--- src/hdl/chuchu_pkg.sv ---
package chuchu_pkg;

    // ring geometry
    localparam int DEPTH      = 128;
    localparam int PAGES      = 8;
    localparam int RESET_BASE = 32; // entry i resets to RESET_BASE + i

    localparam int SAMPLE_W = 8;
    localparam int INDEX_W  = $clog2(DEPTH);
    localparam int PAGE_W   = $clog2(PAGES);

    typedef logic [SAMPLE_W-1:0] sample_t;
    typedef logic [INDEX_W-1:0]  index_t;
    typedef logic [PAGE_W-1:0]   page_t;

    // one-cycle command strobes plus target page
    typedef struct packed {
        logic  save;
        logic  restore;
        page_t page;
    } snap_cmd_t;

    // one entry of the page store
    typedef struct packed {
        page_t  page;
        index_t index;
    } page_addr_t;

endpackage
--- src/hdl/sample_ring.sv ---
module sample_ring
    import chuchu_pkg::*;
(
    input  logic    clk,
    input  logic    reset,
    input  sample_t rat_data,
    input  logic    replay_en,
    input  sample_t page_rdata,
    output index_t  cur_index,
    output sample_t outgoing,
    output sample_t chuchu_out
);

    sample_t ring_mem [DEPTH];
    index_t  next_index;

    // value leaving the ring at the next edge
    always_comb begin
        if (replay_en) begin
            outgoing = page_rdata; // page value replaces the stored one
        end else begin
            outgoing = ring_mem[cur_index];
        end
    end

    assign next_index = cur_index + 1'b1; // wraps at DEPTH

    // storage reloads a ramp on reset
    always_ff @(posedge clk) begin
        if (reset) begin
            for (int i = 0; i < DEPTH; i++) begin
                ring_mem[i] <= sample_t'(RESET_BASE + i);
            end
        end else begin
            ring_mem[cur_index] <= rat_data; // slot just emptied
        end
    end

    always_ff @(posedge clk) begin
        if (reset) begin
            cur_index  <= '0;
            chuchu_out <= '0;
        end else begin
            cur_index  <= next_index;
            chuchu_out <= outgoing;
        end
    end

endmodule

--- config.mk ---
export PLATFORM = sky130hd
export DESIGN_NAME = sample_ring
export DESIGN_NICKNAME = d
export VERILOG_FILES = /design/src/hdl/chuchu_pkg.sv /design/src/hdl/sample_ring.sv
export SDC_FILE = /design/constraint.sdc
export NUM_CORES = 2
export LEC_CHECK = 0
export ABC_AREA = 1
export BUFFER_PORTS_ARGS = -buffer_cell sky130_fd_sc_hd__buf_2
export CORE_MARGIN = 8
export CORE_UTILIZATION = 55
export DETAILED_ROUTE_END_ITERATION = 10
export GPL_ROUTABILITY_DRIVEN = 1
export MAX_ROUTING_LAYER = met4
export PLACE_DENSITY = 0.71
export SLEW_MARGIN = 20
export SYNTH_ARGS = -nofsm -noshare
export SYNTH_HDL_FRONTEND = slang
export SYNTH_SLANG_ARGS = --single-unit
--- constraint.sdc ---
create_clock -name clk -period 4 [get_ports clk]
set_input_delay 0.4 -clock clk [delete_from_list [all_inputs] [get_ports clk]]
set_output_delay 0.4 -clock clk [all_outputs]
set_load 0.05 [all_outputs]
==> out/qor.txt <==
Outcome: complete, no violations
Pwr dens: 451.0 nW/um^2
Grt ovf: 0
Post-route minimum period: 3924 ps
Worst-Margin Slew: 1151 ps
WP data arrival: 3520 ps
Synth Net Count: 5730
Share of the synthesized area in the top cell type: 60.89%
Lkg Pwr: 21.46 nW
Final setup viols: 0
Final Hold Violating Endpoints: 0
Seq/Total Area, Yosys: 61.49%
Num CTS Buffers: 106
# clock sinks: 1039
Dpl ws: 563.4 ps
Drt initial violations: 4852
Sw frac: 25.71%
Comb power frac: 10.7%
Slew HR: 22.43%
Final Cycle Share: 98.11%
Fin. max-slew vios: 0
WS Path Type: reg2out
Mapped Avg Cell Area: 8.844 um^2
Die height: 319.0 um
Hold_buf cts: 0
Clk root buf: clkbuf_16
P_sw: 6.428 mW
Fin worst setup slack: 75.57 ps
Clk_skew: 32.42 ps
H-tree Lvls: 3
Starting density of the core: 55.26%
Synth area leaders: edfxtp_1, nand2_1, nor2_1
R2r worst-path depth: 6
Ratio of cells with drive above 1 in the final layout: 10.07%
Post-DP Area: 51710 um^2
Fin area: 55430 um^2
Synth Cell Area: 50500 um^2
Count of cell types in the netlist: 32
Vias in the first global route: 37410
Worst hold path depth: 5
Largest net degree at the start of global routing: 104
Startpoint types: register
CTS tree: done
Internal power: 18.57 mW
GPL Wtd Cong: 0.9158
Global-route wire length before repair: 214100 um
CTS clk-pin slew, worst paths: 60 ps
Routed vias/inst: 5.674
Max Buffers Root-to-Sink: 3
# Max-Cap Violations: 0
Layout area overhead: 9.765%
Register bit total from synthesis: 1039
Floorplan Core Area: 91390 um^2
Sequential share of power: 48.9%
Clock power share: 40.3%
Fmax: 254.8 MHz
Filler Cells Inserted: 7609
Setup TNS: 0 ps
Critical path fanouts, max: 9
Type of the most critical hold path: in2reg
Die Wd: 319.0 um
Synthesis warning total: 0
Antenna violations before repair: 2
Async S/R FF share, synth: 0%
Top cell type by total area after synthesis: edfxtp_1
Final ANT Viol Nets: 0
I/O pin count: 42
Vias post-DR: 39210
Final WL: 143100 um
WP data required: 3600 ps
Gate Count Post-Synth: 5710
IO Port Bufs: 41
Crit. End Element: primary output
DRC viols: 0
Worst vdd ir: 389.1 uV
Post-synth EDFFs: 1024
Dpl hpwl: 85660 um
Ys flop type: edfxtp_1
Overall routing resource usage: 27.72%
CP most frequent cell: nand2_1
Drt pass-1 iters: 8
Die footprint: 101800 um^2
CP cell instances: nor2_1, inv_2, nor2_2, o21ai_0, nand2_1, nor2_1, nand2_1, nor2_1, nand2_1, nand2_1, inv_1, buf_2
Row cnt: 111
NumNets Final: 5649
Clock insertion delay at the later pin of the skew report: 700 ps
DR WL/cell: 20.70 um
Slowest cell delay on critical path: 580 ps
Slowest cell on the critical path: nor2_1
Unrepaired setup endpoints after global routing: false
-- worst max-delay path, delay by kind of cell (launching register included) --
family                 cells  cell delay (ps)
DFF                        1              460
and+or+nand+nor            8             1570
buffers and inverters      3              570
AOI/OAI and AO/OA          1              220
-- metal layers --
layer	vias up	track usage, %	share of wire (%)
li1	18120	-	-
met1	18450	35.35	38
met2	2250	44.13	47
met3	386	5.047	11
met4	0	11.09	4.2
met5	-	-	0
-- through the flow --
step                      cells  power, mW  hold WS (ps)  utilization, %
after detailed placement   6696      15.04         611.6           56.59
after global routing       6908      25.61         62.61           60.65
after floorplan            5710      14.15         615.7               -
after CTS                  6900      24.92         5.205           60.46
final                      6911      25.00         14.76           60.65
after global placement     6696      15.01         599.1           56.59
-- cell type report --
cell class                      count  area, um^2  share of cell area (%)
Inverter                          206       854.6                   1.542
Antenna cell                        5       12.51                 0.02257
Timing Repair inverter              1       11.26                 0.02032
Tap cell                         1186        1484                   2.677
Multi-Input combinational cell   4076       16700                   30.12
Clock inverter                     62       613.1                   1.106
Clock buffer                      137        2882                   5.199
Timing Repair Buffer              199        1815                   3.275
Sequential cell                  1039       31060                   56.04
-- power groups by stage --
stage | Sequential [mW] | Combinational, mW | Clock [mW]
final | 12.2 | 2.69 | 10.1
after global routing | 12.2 | 2.90 | 10.5
after CTS | 12.2 | 2.60 | 10.1
after detailed placement | 12.5 | 2.57 | 0
after global placement | 12.5 | 2.55 | 0
after floorplan | 12.5 | 1.70 | 0
-- sequential cells by signal, indices dropped and copies added (netlist names) --
signal,cells
ring_mem,1024
chuchu_out,8
cur_index,7
-- cells in the mapped netlist (5+ instances only) --
library cell  number
a21oi_1           91
buf_1             16
buf_2            146
buf_4             25
buf_6             36
clkbuf_1         166
dfxtp_1           15
edfxtp_1        1024
inv_1            152
inv_2             53
nand2_1         2914
nand2_2            7
nand3_1           14
nand4_1            7
nor2_1           662
nor2_2             6
nor3_1             9
nor3_2           114
nor3_4             5
o211ai_1          11
o21ai_0          197
o21ai_1           22
-- cell usage in the layout (no fill, tap or decap), types with 2 or more instances in the layout --
| cell | count |
|---|---|
| nand2_1 | 2911 |
| edfxtp_1 | 1024 |
| nor2_1 | 656 |
| inv_1 | 142 |
| o21ai_0 | 134 |
| buf_4 | 125 |
| nor3_2 | 114 |
| clkbuf_16 | 109 |
| a21oi_1 | 91 |
| o21ai_1 | 85 |
| inv_2 | 52 |
| buf_2 | 40 |
| clkinv_2 | 26 |
| clkbuf_1 | 22 |
| buf_12 | 22 |
| clkinv_1 | 17 |
| nand3_1 | 14 |
| inv_6 | 13 |
| dfxtp_1 | 12 |
| o211ai_1 | 11 |
| bufinv_16 | 11 |
| nor2_2 | 10 |
| nand2_2 | 10 |
| nor3_1 | 9 |
| clkbuf_8 | 8 |
| nand4_1 | 7 |
| diode_2 | 5 |
| nor2_4 | 5 |
| nor3_4 | 5 |
| buf_16 | 5 |
| or2_2 | 4 |
| or2_1 | 4 |
| buf_6 | 4 |
| dfxtp_4 | 3 |
| inv_8 | 2 |
| clkinv_4 | 2 |
-- path summary, 6_finish.rpt --
| path | from | to | slack (ps) |
|---|---|---|---|
| setup / recovery | cur_index[5] | outgoing[6] | 80 |
| hold / removal | page_rdata[1] | chuchu_out[1] | 10 |
| setup reg to reg | cur_index[1] | ring_mem[65][4] | 810 |
| hold reg to reg | cur_index[3] | cur_index[3] | 660 |
-- kinds of logic after synthesis --
family	Yosys count	share of synthesized area [%]
and+or+nand+nor	3752	29.71
DFF	1039	61.49
adders and majority gates	1	0.02477
buffers and inverters	595	5.515
AOI/OAI and AO/OA	323	3.266
-- timing repair --
item / CTS / global route
setup endpoints to repair: 6 / 8
buffers inserted: 5 / 4
gates resized for setup: 2 / 15
gates cloned: 0 / 2
(Power assumes the default switching activity.)
