[src/hdl/chuchu_pkg.sv]
package chuchu_pkg;

    // ring geometry
    localparam int DEPTH      = 128;
    localparam int PAGES      = 8;
    localparam int RESET_BASE = 32; // entry i resets to RESET_BASE + i

    localparam int SAMPLE_W = 8;
    localparam int INDEX_W  = $clog2(DEPTH);
    localparam int PAGE_W   = $clog2(PAGES);

    typedef logic [SAMPLE_W-1:0] sample_t;
    typedef logic [INDEX_W-1:0]  index_t;
    typedef logic [PAGE_W-1:0]   page_t;

    // one-cycle command strobes plus target page
    typedef struct packed {
        logic  save;
        logic  restore;
        page_t page;
    } snap_cmd_t;

    // one entry of the page store
    typedef struct packed {
        page_t  page;
        index_t index;
    } page_addr_t;

endpackage
[src/hdl/snapshot_sequencer.sv]
module snapshot_sequencer
    import chuchu_pkg::*;
(
    input  logic      clk,
    input  logic      reset,
    input  snap_cmd_t cmd,
    output logic      busy,
    output logic      save_we,
    output logic      replay_en,
    output page_t     page
);

    typedef enum logic [1:0] {
        SEQ_IDLE,
        SEQ_SAVE,
        SEQ_RESTORE
    } seq_state_t;

    seq_state_t state;
    seq_state_t state_next;
    index_t     count;
    logic       last_cycle;
    logic       accept;

    // strobes only count while idle
    assign accept     = (state == SEQ_IDLE) && (cmd.save || cmd.restore);
    assign last_cycle = (count == index_t'(DEPTH - 1));

    always_comb begin
        state_next = state;
        case (state)
            SEQ_IDLE: begin
                if (cmd.save) begin
                    state_next = SEQ_SAVE; // save beats restore
                end else if (cmd.restore) begin
                    state_next = SEQ_RESTORE;
                end
            end
            SEQ_SAVE,
            SEQ_RESTORE: begin
                if (last_cycle) begin
                    state_next = SEQ_IDLE;
                end
            end
            default: begin
                state_next = SEQ_IDLE;
            end
        endcase
    end

    always_ff @(posedge clk) begin
        if (reset) begin
            state <= SEQ_IDLE;
            count <= '0;
        end else begin
            state <= state_next;
            if (accept) begin
                count <= '0;
            end else if (state != SEQ_IDLE) begin
                count <= count + 1'b1; // one entry per cycle
            end
        end
    end

    // page held for the whole sequence
    always_ff @(posedge clk) begin
        if (reset) begin
            page <= '0;
        end else if (accept) begin
            page <= cmd.page;
        end
    end

    assign busy      = (state != SEQ_IDLE);
    assign save_we   = (state == SEQ_SAVE);
    assign replay_en = (state == SEQ_RESTORE);

endmodule

[config.mk]
export PLATFORM = sky130hd
export DESIGN_NAME = snapshot_sequencer
export DESIGN_NICKNAME = d
export VERILOG_FILES = /design/src/hdl/chuchu_pkg.sv /design/src/hdl/snapshot_sequencer.sv
export SDC_FILE = /design/constraint.sdc
export NUM_CORES = 1
export LEC_CHECK = 0
export BUFFER_PORTS_ARGS = -buffer_cell sky130_fd_sc_hd__clkbuf_2
export CAP_MARGIN = 10
export CORE_MARGIN = 5
export CORE_UTILIZATION = 30
export DETAILED_ROUTE_END_ITERATION = 12
export HOLD_SLACK_MARGIN = 0.08
export PLACE_DENSITY_LB_ADDON = 0.12
export SLEW_MARGIN = 25
export SYNTH_ARGS = -nofsm -noshare
export SYNTH_HDL_FRONTEND = slang
export SYNTH_SLANG_ARGS = --single-unit
[constraint.sdc]
create_clock -name clk -period 1.3 [get_ports clk]
set_input_delay 0.26 -clock clk [delete_from_list [all_inputs] [get_ports clk]]
set_output_delay 0.26 -clock clk [all_outputs]
set_load 0.01 [all_outputs]
==> qor.yml <==
status:
  status: "finished, violations left"
  violations: "setup timing"
timing:
  setup_viol: 3
  clock_skew_ns: 0.008637
  min_period_over_period_pct: 102.0
  worst_slew_pin_slew_ns: 0.3075
  maxClockFrequency_ghz: 0.7539
  rsz0062_at_grt: "true"
  fin_ws_ns: -0.02651
  drv_slew: 0
  period_needed_ns: 1.327
  tns_ns: -0.03862
  hold_viol_final: 0
  relSlewSlack_pct: 79.47
routing:
  wirelength_um: 1250
  drt-vias-per-instance: 4.576
  initialDrtViolationCount: 3
  drt-wirelength-per-cell_um: 10.59
  vias: 540
  dr.pass1.iters: 2
  antenna_left: 0
  drc: 0
yosys:
  synth_cells: 64
  yosysSeqAreaShare_pct: 40.34
  synth_warnings: 0
  ys_ff_latch: 12
  syn_area_per_cell_um2: 9.306
  synth_cell_types: 25
  mappedNetlistArea_um2: 595.6
  syn-num-nets: 75
layout:
  final.fill_count: 207
  layout-drive-gt1-share_pct: 48.35
  regArea_um2: 242.7
  final_area_um2: 898.4
  areaGrowthSynthToFinish_pct: 50.84
  diodes: 0
  final_nets: 103
  final_cells: 118
  multi_input_area_um2: 390.4
clock_network:
  root_buffer: "clkbuf_4"
  numCtsBuffers: 3
  clkTransAtPathRegs_ns: 0.07
  htreeDepth: 1
  clock_latency_ns: 0.27
  cts_tree: "done"
  cts_buffer_depth: 2
  clock_sinks: 12
critical_path:
  worstPathMaxFanout: 3
  r2r_slack_ns: -0.01
  cp_slowest_cell: "dfxtp_2"
  crit_chain: "inv_2 > ha_4 > buf_6 > inv_2 > buf_6"
  path_class: "register to primary output"
  rr_endpoint: "count[6]$_SDFFE_PP0P_"
  reg2regPathDepth: 6
  start_kind: "register"
  r2r-start: "state[1]$_SDFFE_PP0P_"
  required_ns: 1.04
  crit_arrival_ns: 1.07
  crit_path_end_kind: "primary output"
  crit_path_max_incr_delay_ns: 0.33
die:
  die_area_um2: 2976
  ios: 13
  core_um2: 1922
  rows: 16
  fp.dieW_um: 54.56
  initial_utilization_pct: 30.99
  die_y_um: 54.56
pwr:
  p_leak_nw: 0.4099
  power_density_nw_per_um2: 1914
  power_mw: 1.719
  irDropWorstVdd_v: 0.001036
global_routing:
  grt_overflow: 0
  grt_pass1_wl_um: 2187
  grt_pass1_vias: 541
  grt_max_degree: 8
  grt_usage_pct: 10.75
  antenna_found_initial: 0
placed_design:
  dp_cells: 109
  dpl-instance-area_um2: 743.2
  gp_congestion: 0.7288
  post-dp-hpwl_um: 923.5
  portBuffers: 12
worst_hold_path:
  hold_depth: 3
  hold_end: "page[1]$_SDFFE_PP0P_"
  hold_class: "input port to register"
  hold_path_startpoint: "cmd[1]"
job:
  max_cap_violations: 0
==> metrics by stage <==
step                worst slack (ns)  hold slack [ns]  utilization [%]
finish                      -0.02651           0.2191            46.74
global route                -0.08694           0.2191            46.74
CTS                         -0.06685           0.2107            43.29
detailed placement          -0.01086           0.4911            38.67
global placement            0.007967           0.4829            38.67
floorplan                  0.0005057           0.3324                -
==> area by class of cell <==
class,instances,share of cell area [%]
Inverter,5,2.089
Tap cell,27,3.760
Sequential cell,12,27.02
Clock buffer,4,4.039
Timing Repair Buffer,24,19.64
Multi-Input combinational cell,46,43.45
==> kinds of logic (layout without fill, tap and decap cells) <==
family / after synthesis / after routing / share of synthesized area (%)
fa+ha+maj: 4 / 4 / 8.404
xor+xnor: 3 / 3 / 4.413
mux: 4 / 4 / 6.723
buf+inv: 6 / 33 / 5.042
simple gates: 22 / 22 / 21.01
flops: 12 / 12 / 40.34
compound gates: 13 / 13 / 14.08
==> power breakdown <==
part	internal [mW]	switching, mW	total [mW]	leakage (nW)
Clock	0.170	0.128	0.298	0.0210
Combinational	0.558	0.403	0.961	0.290
Sequential	0.429	0.0307	0.460	0.0985
==> routing by layer <==
metal / routed length (µm) / track usage (%)
met1: 613 / 14.59
met2: 566 / 14.74
met3: 56 / 3.270
met4: 13 / 6.224
met5: 0 / 0
==> cell usage after synthesis <==
cell	instances	area [µm²]
o21ai_0	3	15.01
dfxtp_1	12	240.2
or3_1	3	18.77
o211ai_1	1	7.510
a221oi_1	1	8.760
ha_1	4	50.05
o21ai_1	1	5.000
o32ai_1	1	8.760
nand4b_4	1	23.77
nand3_1	1	5.000
nor2_1	7	26.28
buf_6	1	11.26
nand2_1	6	22.52
and2b_2	1	8.760
mux2i_1	4	40.04
xor2_1	2	17.52
o2111ai_1	1	8.760
nand2b_1	1	6.260
a21oi_1	3	15.01
inv_1	5	18.77
xnor2_1	1	8.760
nand4_1	1	6.260
nor3b_1	1	7.510
o21a_1	1	7.510
a21boi_0	1	7.510
==> worst max path at each step <==
| stage | start | end | slack [ns] | depth (start not counted) |
|---|---|---|---|---|
| detailed placement | state[0]$_SDFFE_PP0P_ | count[5]$_SDFFE_PP0P_ | -0.01 | 5 |
| finish | state[1]$_SDFFE_PP0P_ | busy | -0.03 | 5 |
| global placement | state[0]$_SDFFE_PP0P_ | count[5]$_SDFFE_PP0P_ | 0.008 | 5 |
| CTS | state[1]$_SDFFE_PP0P_ | busy | -0.07 | 5 |
| global route | state[0]$_SDFFE_PP0P_ | busy | -0.09 | 5 |
| floorplan | state[1]$_SDFFE_PP0P_ | count[5]$_SDFFE_PP0P_ | 0.0005 | 6 |
==> worst max-delay path: cells and delay by family (launching register included) <==
family                   cells  cell delay, ns
flip-flops                   1            0.33
adder cells (fa/ha/maj)      1            0.17
buffers and inverters        4            0.30
==> flip-flops by register name (all words and copies together), names as in the netlist <==
name,flops
count,7
page,3
state,2
==> layout by cell type, fill, tap and decap left out, types with 3 or more instances in the layout <==
| cell type | n |
|---|---|
| o21ai_0 | 3 |
| clkbuf_2 | 9 |
| mux2i_1 | 4 |
| nor2_1 | 7 |
| buf_6 | 5 |
| nand2_1 | 5 |
| inv_2 | 3 |
| buf_4 | 10 |
| ha_4 | 3 |
| dfxtp_1 | 10 |
| clkbuf_4 | 3 |
==> what timing repair did <==
item / 4_1_cts / 5_1_grt
pin swaps: 4 / 2
endpoints found under the setup margin: 3 / 13
buffers inserted: 4 / 1
gates resized for setup: 6 / 13
hold buffers: 0 / 0
No activity file was read; power rests on OpenSTA's default activity.
